## config.mk

```make
export PLATFORM = sky130hd
export DESIGN_NAME = dl1_req_decode
export DESIGN_NICKNAME = d
export VERILOG_FILES = /design/src/common/dl1_addr_pkg.sv /design/src/common/dl1_bus_pkg.sv /design/src/source/dl1_req_decode.sv
export VERILOG_INCLUDE_DIRS = /design/src /design/src/common
export SDC_FILE = /design/constraint.sdc
export NUM_CORES = 1
export LEC_CHECK = 0
export ABC_AREA = 0
export BUFFER_PORTS_ARGS = -buffer_cell sky130_fd_sc_hd__buf_2
export CORE_MARGIN = 3
export CORE_UTILIZATION = 25
export DETAILED_ROUTE_END_ITERATION = 7
export PLACE_DENSITY = 0.54
export RECOVER_POWER = 100
export REMOVE_ABC_BUFFERS = 1
export SYNTH_ARGS = -nofsm -noshare
export SYNTH_HDL_FRONTEND = slang
export SYNTH_SLANG_ARGS = --single-unit
```

## constraint.sdc

```tcl
create_clock -name clk_l1 -period 0.8 [get_ports clk_l1]
set_input_delay 0.08 -clock clk_l1 [delete_from_list [all_inputs] [get_ports clk_l1]]
set_output_delay 0.08 -clock clk_l1 [all_outputs]
set_load 0.02 [all_outputs]
```

## src/common/dl1_macros.svh

```systemverilog
/*
 * Size parameters of the L1 data cache
 * Address and data width, words per line, sets and ways
 */

`ifndef DL1_MACROS_SVH
`define DL1_MACROS_SVH

//========================================
// Geometry
//========================================

// Address and data bus width
`define DL1_ADDR_W 32

// Words in one cache line
`define DL1_LINE_WORDS 4

// Sets per way
`define DL1_SETS 16

// Associativity
`define DL1_WAYS 2

`endif

```

## src/common/dl1_addr_pkg.sv

```systemverilog
/*
 * Address view types of the L1 data cache
 * Field widths, the field struct and the address union
 * Line and line address types
 */

`include "dl1_macros.svh"

package dl1_addr_pkg;

	localparam int DL1_BYTE_OFF_W = 2;
	localparam int DL1_WORD_OFF_W = $clog2(`DL1_LINE_WORDS);
	localparam int DL1_INDEX_W = $clog2(`DL1_SETS);
	localparam int DL1_TAG_W = `DL1_ADDR_W - DL1_INDEX_W - DL1_WORD_OFF_W - DL1_BYTE_OFF_W;

	typedef logic [DL1_TAG_W-1:0] dl1_tag_t;
	typedef logic [DL1_INDEX_W-1:0] dl1_index_t;
	typedef logic [DL1_WORD_OFF_W-1:0] dl1_word_off_t;

	// Lookup view, tag in the upper bits
	typedef struct packed {
		dl1_tag_t tag;
		dl1_index_t index;
		dl1_word_off_t word_off;
		logic [DL1_BYTE_OFF_W-1:0] byte_off;
	} dl1_addr_fields_t;

	// Same address as a flat bus word or as lookup fields
	typedef union packed {
		logic [`DL1_ADDR_W-1:0] word;
		dl1_addr_fields_t fields;
	} dl1_addr_u;

	// Word 0 sits in the low bits
	typedef logic [`DL1_LINE_WORDS-1:0][`DL1_ADDR_W-1:0] dl1_line_t;

	typedef struct packed {
		dl1_tag_t tag;
		dl1_index_t index;
	} dl1_line_addr_t;

endpackage

```

## src/common/dl1_bus_pkg.sv

```systemverilog
/*
 * Bus structs of the L1 data cache
 * Held CPU request, memory request and memory response
 */

`include "dl1_macros.svh"

package dl1_bus_pkg;

	//========================================
	// CPU side
	//========================================

	// One APB transfer as seen by the lookup
	typedef struct packed {
		dl1_addr_pkg::dl1_addr_u addr;
		logic write;
		logic [`DL1_ADDR_W-1:0] wdata;
	} dl1_cpu_req_t;

	//========================================
	// Memory side
	//========================================

	// Held stable from req rise until ack is seen
	typedef struct packed {
		logic req;
		logic we;
		dl1_addr_pkg::dl1_line_addr_t line_addr;
		dl1_addr_pkg::dl1_line_t wline;
	} dl1_mem_req_t;

	// ack is a single cycle pulse
	// rline is only meaningful with ack of a read
	typedef struct packed {
		logic ack;
		dl1_addr_pkg::dl1_line_t rline;
	} dl1_mem_rsp_t;

endpackage

```

## src/source/dl1_req_decode.sv

```systemverilog
/*
 * APB request capture
 * Registers address, direction and data at the setup phase
 * and holds them with req_valid until the transfer ends
 */

`timescale 1ns/1ps

`include "dl1_macros.svh"

module dl1_req_decode (
	input  logic                        clk_l1,
	input  logic                        rst_n,
	input  logic                        psel,
	input  logic                        penable,
	input  logic                        pwrite,
	input  logic [`DL1_ADDR_W-1:0]      paddr,
	input  logic [`DL1_ADDR_W-1:0]      pwdata,
	input  logic                        pready,
	output dl1_bus_pkg::dl1_cpu_req_t   cpu_req,
	output logic                        req_valid
);

	logic setup_phase;
	logic access_done;

	assign setup_phase = psel && !penable;
	assign access_done = psel && penable && pready;

	// Request fields, loaded once per transfer
	always_ff @(posedge clk_l1)
	begin
		if (setup_phase)
		begin
			cpu_req.addr.word <= paddr;
			cpu_req.write <= pwrite;
			cpu_req.wdata <= pwdata;
		end
	end

	// Valid through the access phase
	always_ff @(posedge clk_l1 or negedge rst_n)
	begin
		if (!rst_n)
			req_valid <= 1'b0;
		else if (setup_phase)
			req_valid <= 1'b1;
		else if (access_done)
			req_valid <= 1'b0;
	end

	//========================================
	// Protocol check
	//========================================

	a_penable_needs_psel: assert property (
		@(posedge clk_l1) disable iff (!rst_n)
		penable |-> psel
	);

endmodule

```

Word level (Yosys, flattened, before mapping)
Index checks and enable logic that the tools add are counted.
{ "totals": {"inputBits": 70, "out_inout_bits": 66, "elab_cells": 11, "reg_bits": 66} }
{ "classes": {"mux": 2, "reduce_logical": 5} }
{ "ops": {"columns": ["op", "count"], "rows": [
  ["$logic_and A1 B1 Y1", 3],
  ["$mux W1", 2],
  ["$reduce_bool A2 Y1", 1],
  ["$logic_not A1 Y1", 1]
]} }

Logic depth before layout (Yosys ltp)
{ "logic_depth": {"depth_word": 4, "ltp_mapped": 2, "depth_no_buf": 2} }

Worst setup path after synthesis
Ideal clock, no wire load.
{ "synth_path": {"path_type": "in2reg", "from": "input psel", "to": "register cpu_req[0] (netlist name) (enable)", "path_buffers": 0, "path_stages": 1, "setup_slack_ps": -709, "arrival_ps": 1107, "setup_time_ps": 402, "path_cell_list": "nor2b_4"} }
{ "synth_between": {"elab_chain_cells": 1} }
{ "synth_lines": {"columns": ["element", "line_no", "rtl"], "rows": [
  ["start: declaration", "dl1_req_decode.sv:14", "input logic psel,"],
  ["$logic_and A1 B1 Y1", "dl1_req_decode.sv:27", "assign setup_phase = psel && !penable;"],
  ["end: declaration", "dl1_req_decode.sv:20", "output dl1_bus_pkg::dl1_cpu_req_t cpu_req,"]
]} }
Every way passes these cells.
A chain may end at the register's enable or synchronous reset.

Worst setup path in the final report
{ "layout_path": {"from": "register cpu_req[16] (netlist name)", "to": "output cpu_req[16] (netlist name)"} }
No word-level cell between the ends.

==> flow_metrics.py <==
metrics = {
    "setup_path": {
        "r2r_slack_ns": 0.03,
        "path_buf_inv": 1,
        "r2r_cells": 2,
        "crit_type": "flop to primary output",
        "path_depth": 1,
        "critPathMaxFanout": 1,
        "cp-start-kind": "flop",
        "crit_family": "flip-flops",
        "r2r-start": "req_valid",
        "cp.required_ns": 0.72,
        "end_kind": "primary output",
        "path_cells": "buf_6",
        "worstSetupEndpoint": "cpu_req[16]",
        "startpoint": "cpu_req[16]",
        "slowest_stage": "edfxtp_1",
        "crit_path_max_incr_delay_ns": 0.42,
        "r2r_end": "req_valid",
        "critPathArrivalTime_ns": 0.90,
    },
    "cts": {
        "clock_sinks": 66,
        "cts_max_path_buffers": 2,
        "cts_root_buf": "clkbuf_8",
        "path_clk_slew_ns": 0.07,
        "cts_buffers": 9,
        "clock_latency_ns": 0.32,
        "cts_tree": "built",
        "cts-htree-levels": 3,
    },
    "cells_and_area": {
        "final_nets": 355,
        "area_growth_pct": 98.6,
        "layout-drive-gt1-share_pct": 52.4,
        "fill_cells": 667,
        "stdcell_area_um2": 3980,
        "seq_area_um2": 1980,
        "fin_util_pct": 51.2,
        "multi_input_area_um2": 20.0,
    },
    "sta": {
        "period_share_pct": 122,
        "slew_headroom_pct": 81.3,
        "drv_slew": 0,
        "rsz0062_at_grt": "true",
        "setup_tns_ns": -8.51,
        "tightest_slew_ns": 0.280,
        "finalWorstSetupSlack_ns": -0.177,
        "period_minus_slack_ns": 0.977,
        "setup_viol": 66,
        "hold_violations": 0,
        "clock_skew_ns": 0,
        "max_freq_mhz": 1020,
    },
    "drt": {
        "vias": 1486,
        "route.detailed.drc": 0,
        "wl_per_cell_um": 13.1,
        "postRouteAntennaNets": 0,
        "firstDrtPassIters": 4,
        "viasPerCell": 3.80,
        "drt_iter0_markers": 24,
        "totalWireLength_um": 5120,
    },
    "synth": {
        "syn_area_per_cell_um2": 29.0,
        "ys_ff_latch": 66,
        "synthArstFlopShare_pct": 1.52,
        "synth_most_common_cell": "edfxtp_1",
        "dominantRegCellSynth": "edfxtp_1",
        "synth_area_leaders": "edfxtp_1 98%, dfrtp_1 1.3%, nor2b_4 0.69%",
        "syn_inst": 69,
        "syn_area_um2": 2000,
        "synth_top_area_cell": "edfxtp_1",
        "synth_seq_area_share_pct": 98.8,
        "synth_common_cells": "65 x edfxtp_1, 1 x a21o_1, 1 x dfrtp_1, 1 x nand2_1, 1 x nor2b_4",
        "synth-edff-count": 65,
        "synth_top_area_share_pct": 97.5,
        "ys.warnings.count": 0,
        "yosysUniqueCellTypes": 5,
    },
    "place": {
        "place.gp.congestion": 0.675,
        "place_ws_ns": -0.144,
        "port_buffers": 135,
        "hpwl_um": 3450,
        "placed_area_um2": 2850,
    },
    "hold_path": {
        "worstHoldPathType": "input pin to flop",
        "hold_depth": 3,
    },
    "floorplan": {
        "dieArea_um2": 9120,
        "rows": 32,
        "coreArea_um2": 7770,
        "die-height_um": 95.5,
        "ioPinCount": 136,
        "die_w_um": 95.5,
        "initial_utilization_pct": 25.8,
    },
    "pwr": {
        "peakVddDrop_v": 0.000783,
        "power.density_nw_per_um2": 1980,
        "p_leak_uw": 0.00165,
    },
    "grt": {
        "grt-ovfl-total": 0,
        "grtUsageTotal_pct": 11.2,
        "grt_start_max_net_pins": 33,
        "grt_antenna_before_repair": 1,
        "grt_pass1_wl_um": 7380,
        "grt_pass1_vias": 1608,
    },
    "outcome": {
        "violations": "negative setup slack",
        "status": "complete, but fails checks",
    },
    "run": {
        "drv_cap": 0,
    },
}
-- worst min-delay path by stage --
stage / from / to
3_3_place_gp: rst_n / req_valid
5_1_grt: pready / req_valid
3_5_place_dp: rst_n / req_valid
6_report: pready / req_valid
2_1_floorplan: rst_n / req_valid
4_1_cts: pready / req_valid
-- power by group --
| part | internal, uW | switching, uW |
|---|---|---|
| clock network | 1390 | 1110 |
| logic | 681 | 530 |
| registers | 4070 | 91.2 |
| total | 6130 | 1730 |
-- flip-flops by register name, indices dropped and copies added (netlist names) --
register and count:
cpu_req 65, req_valid 1
-- layout make-up --
class / instances / share of cell area, %
diodes: 1 / 0.0630
well taps: 102 / 3.21
repair buffers: 205 / 42.1
multi-input cells: 3 / 0.504
clock inverters: 4 / 1.13
clock buffers: 10 / 3.21
flip-flops and latches: 66 / 49.7
-- cells by family (layout without fill, tap and decap cells) --
group | after synthesis | count (layout) | synth area share [%]
other | 0 | 1 | 0
buffers and inverters | 0 | 219 | 0
AO/OA/AOI/OAI | 1 | 1 | 0.375
flip-flops | 66 | 66 | 98.7
AND/OR/NAND/NOR | 2 | 2 | 0.875
-- layer usage --
metal  vias to the layer above  share of wire (%)  global-route usage [%]
met1                       682                 35                    11.4
met2                        83                 54                    18.6
li1                        711                  -                       -
met5                         -                  0                       0
met4                         0                1.8                    5.57
met3                        10                9.3                    6.00
-- per-stage QoR --
stage          cells  hold slack (ns)  total power [uW]
2_1_floorplan     69           -0.216              4560
3_3_place_gp     309           -0.145              4970
3_5_place_dp     309           -0.144              4980
4_1_cts          389          0.00871              7860
5_1_grt          391           0.0270              8280
6_report         391           0.0437              7870
-- layout by cell type (no fill, tap or decap), drive strengths merged --
cell	count
dlygate4sd3	66
clkinv	3
buf	135
edfxtp	65
diode	1
nor2b	1
clkbuf	14
dfrtp	1
a21o	1
nand2	1
bufinv	1
-- what timing repair did --
item	4_1_cts	5_1_grt
gates resized for setup	32	67
endpoints found under the hold margin	66	0
buffers inserted	0	1
hold buffers	66	0
setup endpoints to repair	66	66
(Power assumes the default switching activity.)
