==> src/common/dl1_macros.svh <==
/*
 * Size parameters of the L1 data cache
 * Address and data width, words per line, sets and ways
 */

`ifndef DL1_MACROS_SVH
`define DL1_MACROS_SVH

//========================================
// Geometry
//========================================

// Address and data bus width
`define DL1_ADDR_W 32

// Words in one cache line
`define DL1_LINE_WORDS 4

// Sets per way
`define DL1_SETS 16

// Associativity
`define DL1_WAYS 2

`endif

==> src/common/dl1_addr_pkg.sv <==
/*
 * Address view types of the L1 data cache
 * Field widths, the field struct and the address union
 * Line and line address types
 */

`include "dl1_macros.svh"

package dl1_addr_pkg;

	localparam int DL1_BYTE_OFF_W = 2;
	localparam int DL1_WORD_OFF_W = $clog2(`DL1_LINE_WORDS);
	localparam int DL1_INDEX_W = $clog2(`DL1_SETS);
	localparam int DL1_TAG_W = `DL1_ADDR_W - DL1_INDEX_W - DL1_WORD_OFF_W - DL1_BYTE_OFF_W;

	typedef logic [DL1_TAG_W-1:0] dl1_tag_t;
	typedef logic [DL1_INDEX_W-1:0] dl1_index_t;
	typedef logic [DL1_WORD_OFF_W-1:0] dl1_word_off_t;

	// Lookup view, tag in the upper bits
	typedef struct packed {
		dl1_tag_t tag;
		dl1_index_t index;
		dl1_word_off_t word_off;
		logic [DL1_BYTE_OFF_W-1:0] byte_off;
	} dl1_addr_fields_t;

	// Same address as a flat bus word or as lookup fields
	typedef union packed {
		logic [`DL1_ADDR_W-1:0] word;
		dl1_addr_fields_t fields;
	} dl1_addr_u;

	// Word 0 sits in the low bits
	typedef logic [`DL1_LINE_WORDS-1:0][`DL1_ADDR_W-1:0] dl1_line_t;

	typedef struct packed {
		dl1_tag_t tag;
		dl1_index_t index;
	} dl1_line_addr_t;

endpackage

==> src/common/dl1_bus_pkg.sv <==
/*
 * Bus structs of the L1 data cache
 * Held CPU request, memory request and memory response
 */

`include "dl1_macros.svh"

package dl1_bus_pkg;

	//========================================
	// CPU side
	//========================================

	// One APB transfer as seen by the lookup
	typedef struct packed {
		dl1_addr_pkg::dl1_addr_u addr;
		logic write;
		logic [`DL1_ADDR_W-1:0] wdata;
	} dl1_cpu_req_t;

	//========================================
	// Memory side
	//========================================

	// Held stable from req rise until ack is seen
	typedef struct packed {
		logic req;
		logic we;
		dl1_addr_pkg::dl1_line_addr_t line_addr;
		dl1_addr_pkg::dl1_line_t wline;
	} dl1_mem_req_t;

	// ack is a single cycle pulse
	// rline is only meaningful with ack of a read
	typedef struct packed {
		logic ack;
		dl1_addr_pkg::dl1_line_t rline;
	} dl1_mem_rsp_t;

endpackage

==> src/dl1_cache/dl1_controller.sv <==
/*
 * Miss controller of the L1 data cache
 * FSM for lookup, eviction, refill and response
 * Memory request/acknowledge handshake and APB response
 */

`timescale 1ns/1ps

`include "dl1_macros.svh"

module dl1_controller (
	input  logic                           clk_l1,
	input  logic                           rst_n,
	input  logic                           req_valid,
	input  dl1_bus_pkg::dl1_cpu_req_t      cpu_req,
	input  logic                           hit,
	input  logic                           hit_way,
	input  logic [`DL1_ADDR_W-1:0]         rd_word,
	input  logic                           victim_way,
	input  logic                           victim_dirty,
	input  dl1_addr_pkg::dl1_line_t        victim_line,
	input  dl1_addr_pkg::dl1_line_addr_t   victim_line_addr,
	input  dl1_bus_pkg::dl1_mem_rsp_t      mem_rsp,
	output dl1_bus_pkg::dl1_mem_req_t      mem_req,
	output logic                           wr_hit,
	output logic                           fill,
	output logic                           touch,
	output dl1_addr_pkg::dl1_line_t        fill_line,
	output logic                           pready,
	output logic [`DL1_ADDR_W-1:0]         prdata,
	output logic                           pslverr
);

	import dl1_addr_pkg::*;

	typedef enum logic [1:0] {
		ST_IDLE,
		ST_EVICT,
		ST_REFILL,
		ST_RESPOND
	} state_t;

	state_t state;
	logic respond;
	logic miss;
	logic req_q;
	logic we_q;
	dl1_line_addr_t line_addr_q;
	dl1_line_t wline_q;
	dl1_line_addr_t refill_addr;

	assign refill_addr = '{tag: cpu_req.addr.fields.tag,
		index: cpu_req.addr.fields.index};

	// Lookup happens in IDLE, and once more after the refill
	assign respond = req_valid && hit && ((state == ST_IDLE) || (state == ST_RESPOND));
	assign miss = (state == ST_IDLE) && req_valid && !hit;

	//========================================
	// APB side and array controls
	//========================================

	assign pready = respond;
	assign prdata = rd_word;
	assign pslverr = 1'b0;
	assign wr_hit = respond && cpu_req.write;
	assign touch = respond;

	// Line written on the ack cycle of the read
	assign fill = (state == ST_REFILL) && req_q && mem_rsp.ack;
	assign fill_line = mem_rsp.rline;

	//========================================
	// FSM and handshake
	//========================================

	always_ff @(posedge clk_l1 or negedge rst_n)
	begin
		if (!rst_n)
		begin
			state <= ST_IDLE;
			req_q <= 1'b0;
		end
		else
		begin
			case (state)
				ST_IDLE:
				begin
					if (miss)
					begin
						req_q <= 1'b1;
						state <= victim_dirty ? ST_EVICT : ST_REFILL;
					end
				end
				ST_EVICT:
				begin
					if (req_q && mem_rsp.ack)
					begin
						req_q <= 1'b0;
						state <= ST_REFILL;
					end
				end
				ST_REFILL:
				begin
					// Read goes out one cycle after the eviction ack
					if (!req_q)
						req_q <= 1'b1;
					else if (mem_rsp.ack)
					begin
						req_q <= 1'b0;
						state <= ST_RESPOND;
					end
				end
				default:
					state <= ST_IDLE;
			endcase
		end
	end

	// Request payload
	always_ff @(posedge clk_l1)
	begin
		if (miss)
		begin
			we_q <= victim_dirty;
			line_addr_q <= victim_dirty ? victim_line_addr : refill_addr;
			wline_q <= victim_line;
		end
		else if ((state == ST_REFILL) && !req_q)
		begin
			we_q <= 1'b0;
			line_addr_q <= refill_addr;
		end
	end

	assign mem_req = '{req: req_q, we: we_q, line_addr: line_addr_q, wline: wline_q};

	//========================================
	// Checks
	//========================================

	a_mem_req_stable: assert property (
		@(posedge clk_l1) disable iff (!rst_n)
		(mem_req.req && !mem_rsp.ack) |=>
			(mem_req.req && $stable(mem_req.we) &&
			$stable(mem_req.line_addr) && $stable(mem_req.wline))
	);

	// Refilled way is the one that hits afterwards
	a_refill_hits: assert property (
		@(posedge clk_l1) disable iff (!rst_n)
		(state == ST_RESPOND) |-> (hit && (hit_way == $past(victim_way)))
	);

endmodule

==> config.mk <==
export PLATFORM = sky130hd
export DESIGN_NAME = dl1_controller
export DESIGN_NICKNAME = d
export VERILOG_FILES = /design/src/common/dl1_addr_pkg.sv /design/src/common/dl1_bus_pkg.sv /design/src/dl1_cache/dl1_controller.sv
export VERILOG_INCLUDE_DIRS = /design/src /design/src/common
export SDC_FILE = /design/constraint.sdc
export NUM_CORES = 1
export LEC_CHECK = 0
export ABC_AREA = 1
export ABC_CLOCK_PERIOD_IN_PS = 4500
export BUFFER_PORTS_ARGS = -buffer_cell sky130_fd_sc_hd__buf_4
export CAP_MARGIN = 20
export CORE_AREA = 3 3 273 275
export CTS_BUF_LIST = sky130_fd_sc_hd__clkbuf_4
export CTS_CLUSTER_SIZE = 25
export DETAILED_ROUTE_END_ITERATION = 16
export DIE_AREA = 0 0 276 278
export PLACE_DENSITY_LB_ADDON = 0.25
export REMOVE_ABC_BUFFERS = 1
export SLEW_MARGIN = 20
export SYNTH_ARGS = -nofsm -noshare
export SYNTH_HDL_FRONTEND = slang
export SYNTH_SLANG_ARGS = --single-unit
==> constraint.sdc <==
create_clock -name clk_l1 -period 4.5 [get_ports clk_l1]
set_input_delay 0.45 -clock clk_l1 [delete_from_list [all_inputs] [get_ports clk_l1]]
set_output_delay 0.45 -clock clk_l1 [all_outputs]
set_load 0.05 [all_outputs]
### Yosys cells after proc, flatten, opt, wreduce, memory -nomap -nowiden

Index checks and enable logic that the tools add are counted.

| storage, ports and cells | value |
|---|---|
| register bits | 160 |
| input bits | 389 |
| output and inout port bits | 323 |
| logic and storage cells | 49 |

| operators by class | value |
|---|---|
| eq/ne operators | 7 |
| muxes and demuxes | 16 |
| reductions and logical operators | 17 |

Operators by type and width:

| operator | number |
|---|---|
| 28-bit 2-to-1 mux | 3 |
| 2-bit 2-to-1 mux | 5 |
| 1-bit logical AND | 9 |
| 2-bit != test, second input constant | 4 |
| 1-bit 2-to-1 mux | 6 |
| 2-bit one-hot mux with 3 select lines | 1 |
| 2-bit equality test, second input constant | 2 |
| 4-bit AND reduction | 1 |
| 1-bit one-hot mux with 3 select lines | 1 |
| 3-bit AND reduction | 1 |
| 3-bit nonzero test | 1 |
| 2-bit by 1-bit equality test with 1-bit output, second input constant | 1 |
| 1-bit zero test | 2 |
| 2-bit zero test | 1 |
| 2-bit nonzero test | 1 |
| 1-bit logical OR | 1 |

### Logic depth before layout (Yosys ltp)

| depth | value |
|---|---|
| depth in word-level cells | 5 |
| depth in mapped cells | 8 |

### Worst setup path after synthesis

No wires, ideal clock.

| timing | value |
|---|---|
| path type | reg2reg |
| start point | register state[1] |
| end point | register wline_q (netlist bit mem_req[0]), enable pin |
| library setup time | 0.481 ns |
| arrival time | 3.534 ns |
| path slack | 0.485 ns |
| cell stages (with the launch flop) | 6 |
| path buffers | 1 |
| cells stage by stage | dfrtp_1 inv_1 ha_1 nand3_2 clkbuf_1 inv_1 |

| on the way | value |
|---|---|
| word-level cells in the longest chain between the ends | 3 |

Ends and longest elaborated chain:

| element | line | source |
|---|---|---|
| start: declaration | dl1_controller.sv:43 | `state_t state;` |
| start signal: assignment | dl1_controller.sv:92 | `state <= victim_dirty ? ST_EVICT : ST_REFILL;` |
| 2-bit zero test | dl1_controller.sv:57 | `assign miss = (state == ST_IDLE) && req_valid && !hit;` |
| 1-bit logical AND (2 in a row) | dl1_controller.sv:57 |  |
| net miss | dl1_controller.sv:45 | `logic miss;` |
| end signal: assignment | dl1_controller.sv:127 | `wline_q <= victim_line;` |
| end: declaration | dl1_controller.sv:49 | `dl1_line_t wline_q;` |

The timed path passes the listed nets, and every way through them passes these cells.
A chain may end at the register's enable or synchronous reset.

### Worst setup path after layout

| timing | value |
|---|---|
| start point | register state[1] |
| end point | register line_addr_q (netlist bit mem_req[130]), data pin |

| on the way | value |
|---|---|
| word-level cells in the longest chain between the ends | 4 |

Ends and longest elaborated chain:

| element | line | source |
|---|---|---|
| 2-bit zero test | dl1_controller.sv:57 |  |
| 1-bit logical AND (2 in a row) | dl1_controller.sv:57 |  |
| 28-bit 2-to-1 mux | dl1_controller.sv:123 | `if (miss)` |
| end signal: assignment | dl1_controller.sv:126 | `line_addr_q <= victim_dirty ? victim_line_addr : refill_addr;` |
| end signal: assignment | dl1_controller.sv:132 | `line_addr_q <= refill_addr;` |
| end: declaration | dl1_controller.sv:48 | `dl1_line_addr_t line_addr_q;` |

No other way between the ends.

==> Flow_metrics.wiki <==
{| class="wikitable"
! Metric !! Value
|-
| Relative area change from synthesis to final layout || 72.3%
|-
| Net count, final || 1,249
|-
| Pre-Repair DR Iteration Count || 6
|-
| Insertion delay to the later sink of the worst-skew pair || 0.70 ns
|-
| GRT met2 Usage || 18.5%
|-
| Endpoint required time on the critical path || 5.05 ns
|-
| H-tree level count || 4
|-
| Startpoint kind of the worst setup timing path || flop
|-
| Path type of the worst min-delay path || in -> reg
|-
| Synthesized instance count || 464
|-
| Last weighted congestion value of the routability-driven placer || 0.724
|-
| VDD IR max || 0.173 mV
|-
| Detailed Route Iter0 Violations || 264
|-
| Most common cell after layout, fill and taps aside || sky130_fd_sc_hd__buf_4
|-
| Yosys top cell by area || sky130_fd_sc_hd__edfxtp_1
|-
| Max Cap Viol || 0
|-
| CP max FO || 31
|-
| Most frequent cells in the layout || 357 x sky130_fd_sc_hd__buf_4, 187 x sky130_fd_sc_hd__dlygate4sd3_1, 157 x sky130_fd_sc_hd__edfxtp_1
|-
| Die extent in y || 278 µm
|-
| Global route total overflow || 0
|-
| Kind of end point of the critical path || flop
|-
| Kind of critical path || reg -> reg
|-
| Synth top area cells || sky130_fd_sc_hd__edfxtp_1 71%, sky130_fd_sc_hd__buf_4 18%, sky130_fd_sc_hd__nand2_1 4.2%
|-
| Post-CTS Setup Repair Bufs || 0
|-
| Die width || 276 µm
|-
| Worst Tran Pin Value || 1.02 ns
|-
| Clock Root Buffer || sky130_fd_sc_hd__clkbuf_4
|-
| CTS tree || done
|-
| Area taken by flip-flops and latches || 4790 µm²
|-
| Number of cell instances on the worst register-to-register path || 9
|-
| Number of flip-flops and latches in the synthesized netlist || 160
|-
| Number of clock buffers inserted by TritonCTS || 17
|-
| Fraction of the yosys area taken by sequential cells || 71.8%
|-
| Placed cell count || 1,608
|-
| Relative max-transition margin || 32.0%
|-
| Static Leakage || 4.46 nW
|-
| Final critical-path share of the clock period || 59.5%
|-
| Routed WL per cell || 31.2 µm
|-
| Port Buffers || 352
|-
| Critical register-to-register path startpoint || state[1]$_DFFE_PN0P_
|-
| Mean instance size in the synthesized netlist || 14.4 µm²
|-
| Minimum setup slack among reg-to-reg paths || 1.82 ns
|-
| Post-layout total power || 4.74 mW
|-
| Number of antenna violations at the first check in global routing || 36
|-
| Final count of negative-setup-slack endpoints || 0
|-
| Number of fillers in the final layout || 8,191
|-
| Data arrival, critical path || 3.23 ns
|-
| Ports || 712
|-
| Hold_buf cts || 187
|-
| Initial Utilization || 9.19%
|-
| Peak-usage layer in the global routing report || met2
|-
| Maximum count of clock buffers along a single path || 2
|-
| Total negative setup slack || 0 ns
|-
| Total Die Area || 76,700 µm²
|-
| Fraction of final layout cells sized beyond drive strength 1 || 45.4%
|-
| Power density normalized to cell area || 413 nW/µm²
|-
| Area of the mapped netlist || 6670 µm²
|-
| Smallest setup slack after layout || 1.82 ns
|-
| Reg-to-reg critical path endpoint || mem_req[130]$_DFFE_PP_
|-
| Half-perimeter wire length of the detailed placement result || 47.7 mm
|-
| CP Capture Point || mem_req[130]$_DFFE_PP_
|-
| Maximum achievable frequency || 0.374 GHz
|-
| Clock-pin slew reported for the worst setup and hold paths after clock tree synthesis || 0.14 ns
|-
| GR Util met1 || 13.9%
|-
| Global-route wire length before repair || 70.2 mm
|-
| Vias in the first global route || 5,663
|-
| Ratio of routed vias to standard cells || 3.01
|-
| Result of the run || complete, no violations
|-
| Drt drc || 0
|-
| Origin of the worst setup path || state[1]$_DFFE_PN0P_
|-
| Final Slew Violations || 0
|-
| Fin cells || 1,838
|-
| Proportion of netlist area held by the largest area contributor || 70.7%
|-
| Worst clock skew || 0.0221 ns
|-
| Drt total wl || 57.3 mm
|-
| Unrepaired setup endpoints after global routing || no
|-
| Count of final hold-check violations || 0
|-
| Startpoint of the lowest-slack hold path || cpu_req[63]
|-
| Post-CTS sizing || 0
|-
| Routed Antenna Nets || 0
|-
| Number of unique standard cell types used by synthesis || 18
|-
| Cell row count || 99
|-
| Via total after detailed routing || 5,531
|-
| Met3 track utilization from global routing || 16.8%
|-
| Warnings from Yosys || 0
|-
| Total global-route track usage || 14.7%
|-
| Total area of multi-input combinational cells || 581 µm²
|-
| Final Critical Period || 2.68 ns
|-
| Worst Hold Margin || 0.198 ns
|-
| Pin count of the biggest net entering global routing || 49
|-
| Worst Setup Slack post-DPL || 2.27 ns
|-
| Clock sink count || 160
|-
| Core outline area || 72,600 µm²
|}
-- worst min-delay path by stage --
stage	end	slack (ns)	depth (start not counted)
2_1_floorplan	req_q$_DFFE_PN0P_	0.15	0
3_3_place_gp	req_q$_DFFE_PN0P_	0.24	1
3_5_place_dp	req_q$_DFFE_PN0P_	0.25	1
4_1_cts	mem_req[154]$_DFFE_PP_	0.02	3
5_1_grt	mem_req[154]$_DFFE_PP_	0.04	3
6_report	mem_req[154]$_DFFE_PP_	0.20	3
-- power by group --
group	total, mW	switching, mW	leakage (nW)	internal, mW
registers	2.01	0.0818	1.48	1.93
logic	1.77	1.20	2.83	0.562
clock network	0.967	0.622	0.146	0.345
-- Yosys cell counts (all sizes together) --
master	number
o21ai	30
conb	1
nor2	5
nand2	74
edfxtp	157
nand3	4
inv	7
dfrtp	3
ha	5
clkbuf	5
a21oi	3
or2	1
nor3b	1
buf	168
-- area by class of cell --
type                    count  area share, %
well taps                 959           10.4
diodes                     12          0.261
inverters                   7          0.272
flip-flops and latches    160           41.7
clock buffers              18           1.18
clock inverters            13           1.33
repair buffers            545           39.8
multi-input cells         124           5.05
-- logic make-up after synthesis --
family | synth area share [%]
AOI/OAI and AO/OA | 2.48
other | 0.0562
buffers and inverters | 19.6
DFF | 71.8
and+or+nand+nor | 5.07
adders and majority gates | 0.938
-- flip-flops by register name, indices dropped and copies added (netlist names) --
name / count
mem_req: 156
state: 2
req_q: 1
we_q: 1
-- critical path: stages, from the launching register on --
cell                            delay, ns
sky130_fd_sc_hd__dfrtp_1             0.47
sky130_fd_sc_hd__inv_1               0.13
sky130_fd_sc_hd__ha_1                0.26
sky130_fd_sc_hd__nand3_2             0.19
sky130_fd_sc_hd__buf_4               0.30
sky130_fd_sc_hd__nor2_2              0.11
sky130_fd_sc_hd__buf_4               0.31
sky130_fd_sc_hd__nand2_1             0.11
sky130_fd_sc_hd__nand2_1             0.07
sky130_fd_sc_hd__dlygate4sd3_1       0.56
-- metrics by stage --
stage	util, %	area, µm²
after detailed placement	12.8	9300
after global placement	12.8	9300
after floorplan	-	5390
after global routing	15.8	11500
final	15.8	11500
after CTS	15.8	11500
-- layer usage --
metal	up-vias	share of wire, %
met3	148	24
li1	2221	-
met5	-	1.8
met4	40	4.6
met1	2457	33
met2	665	37
No activity file was read; power rests on OpenSTA's default activity.
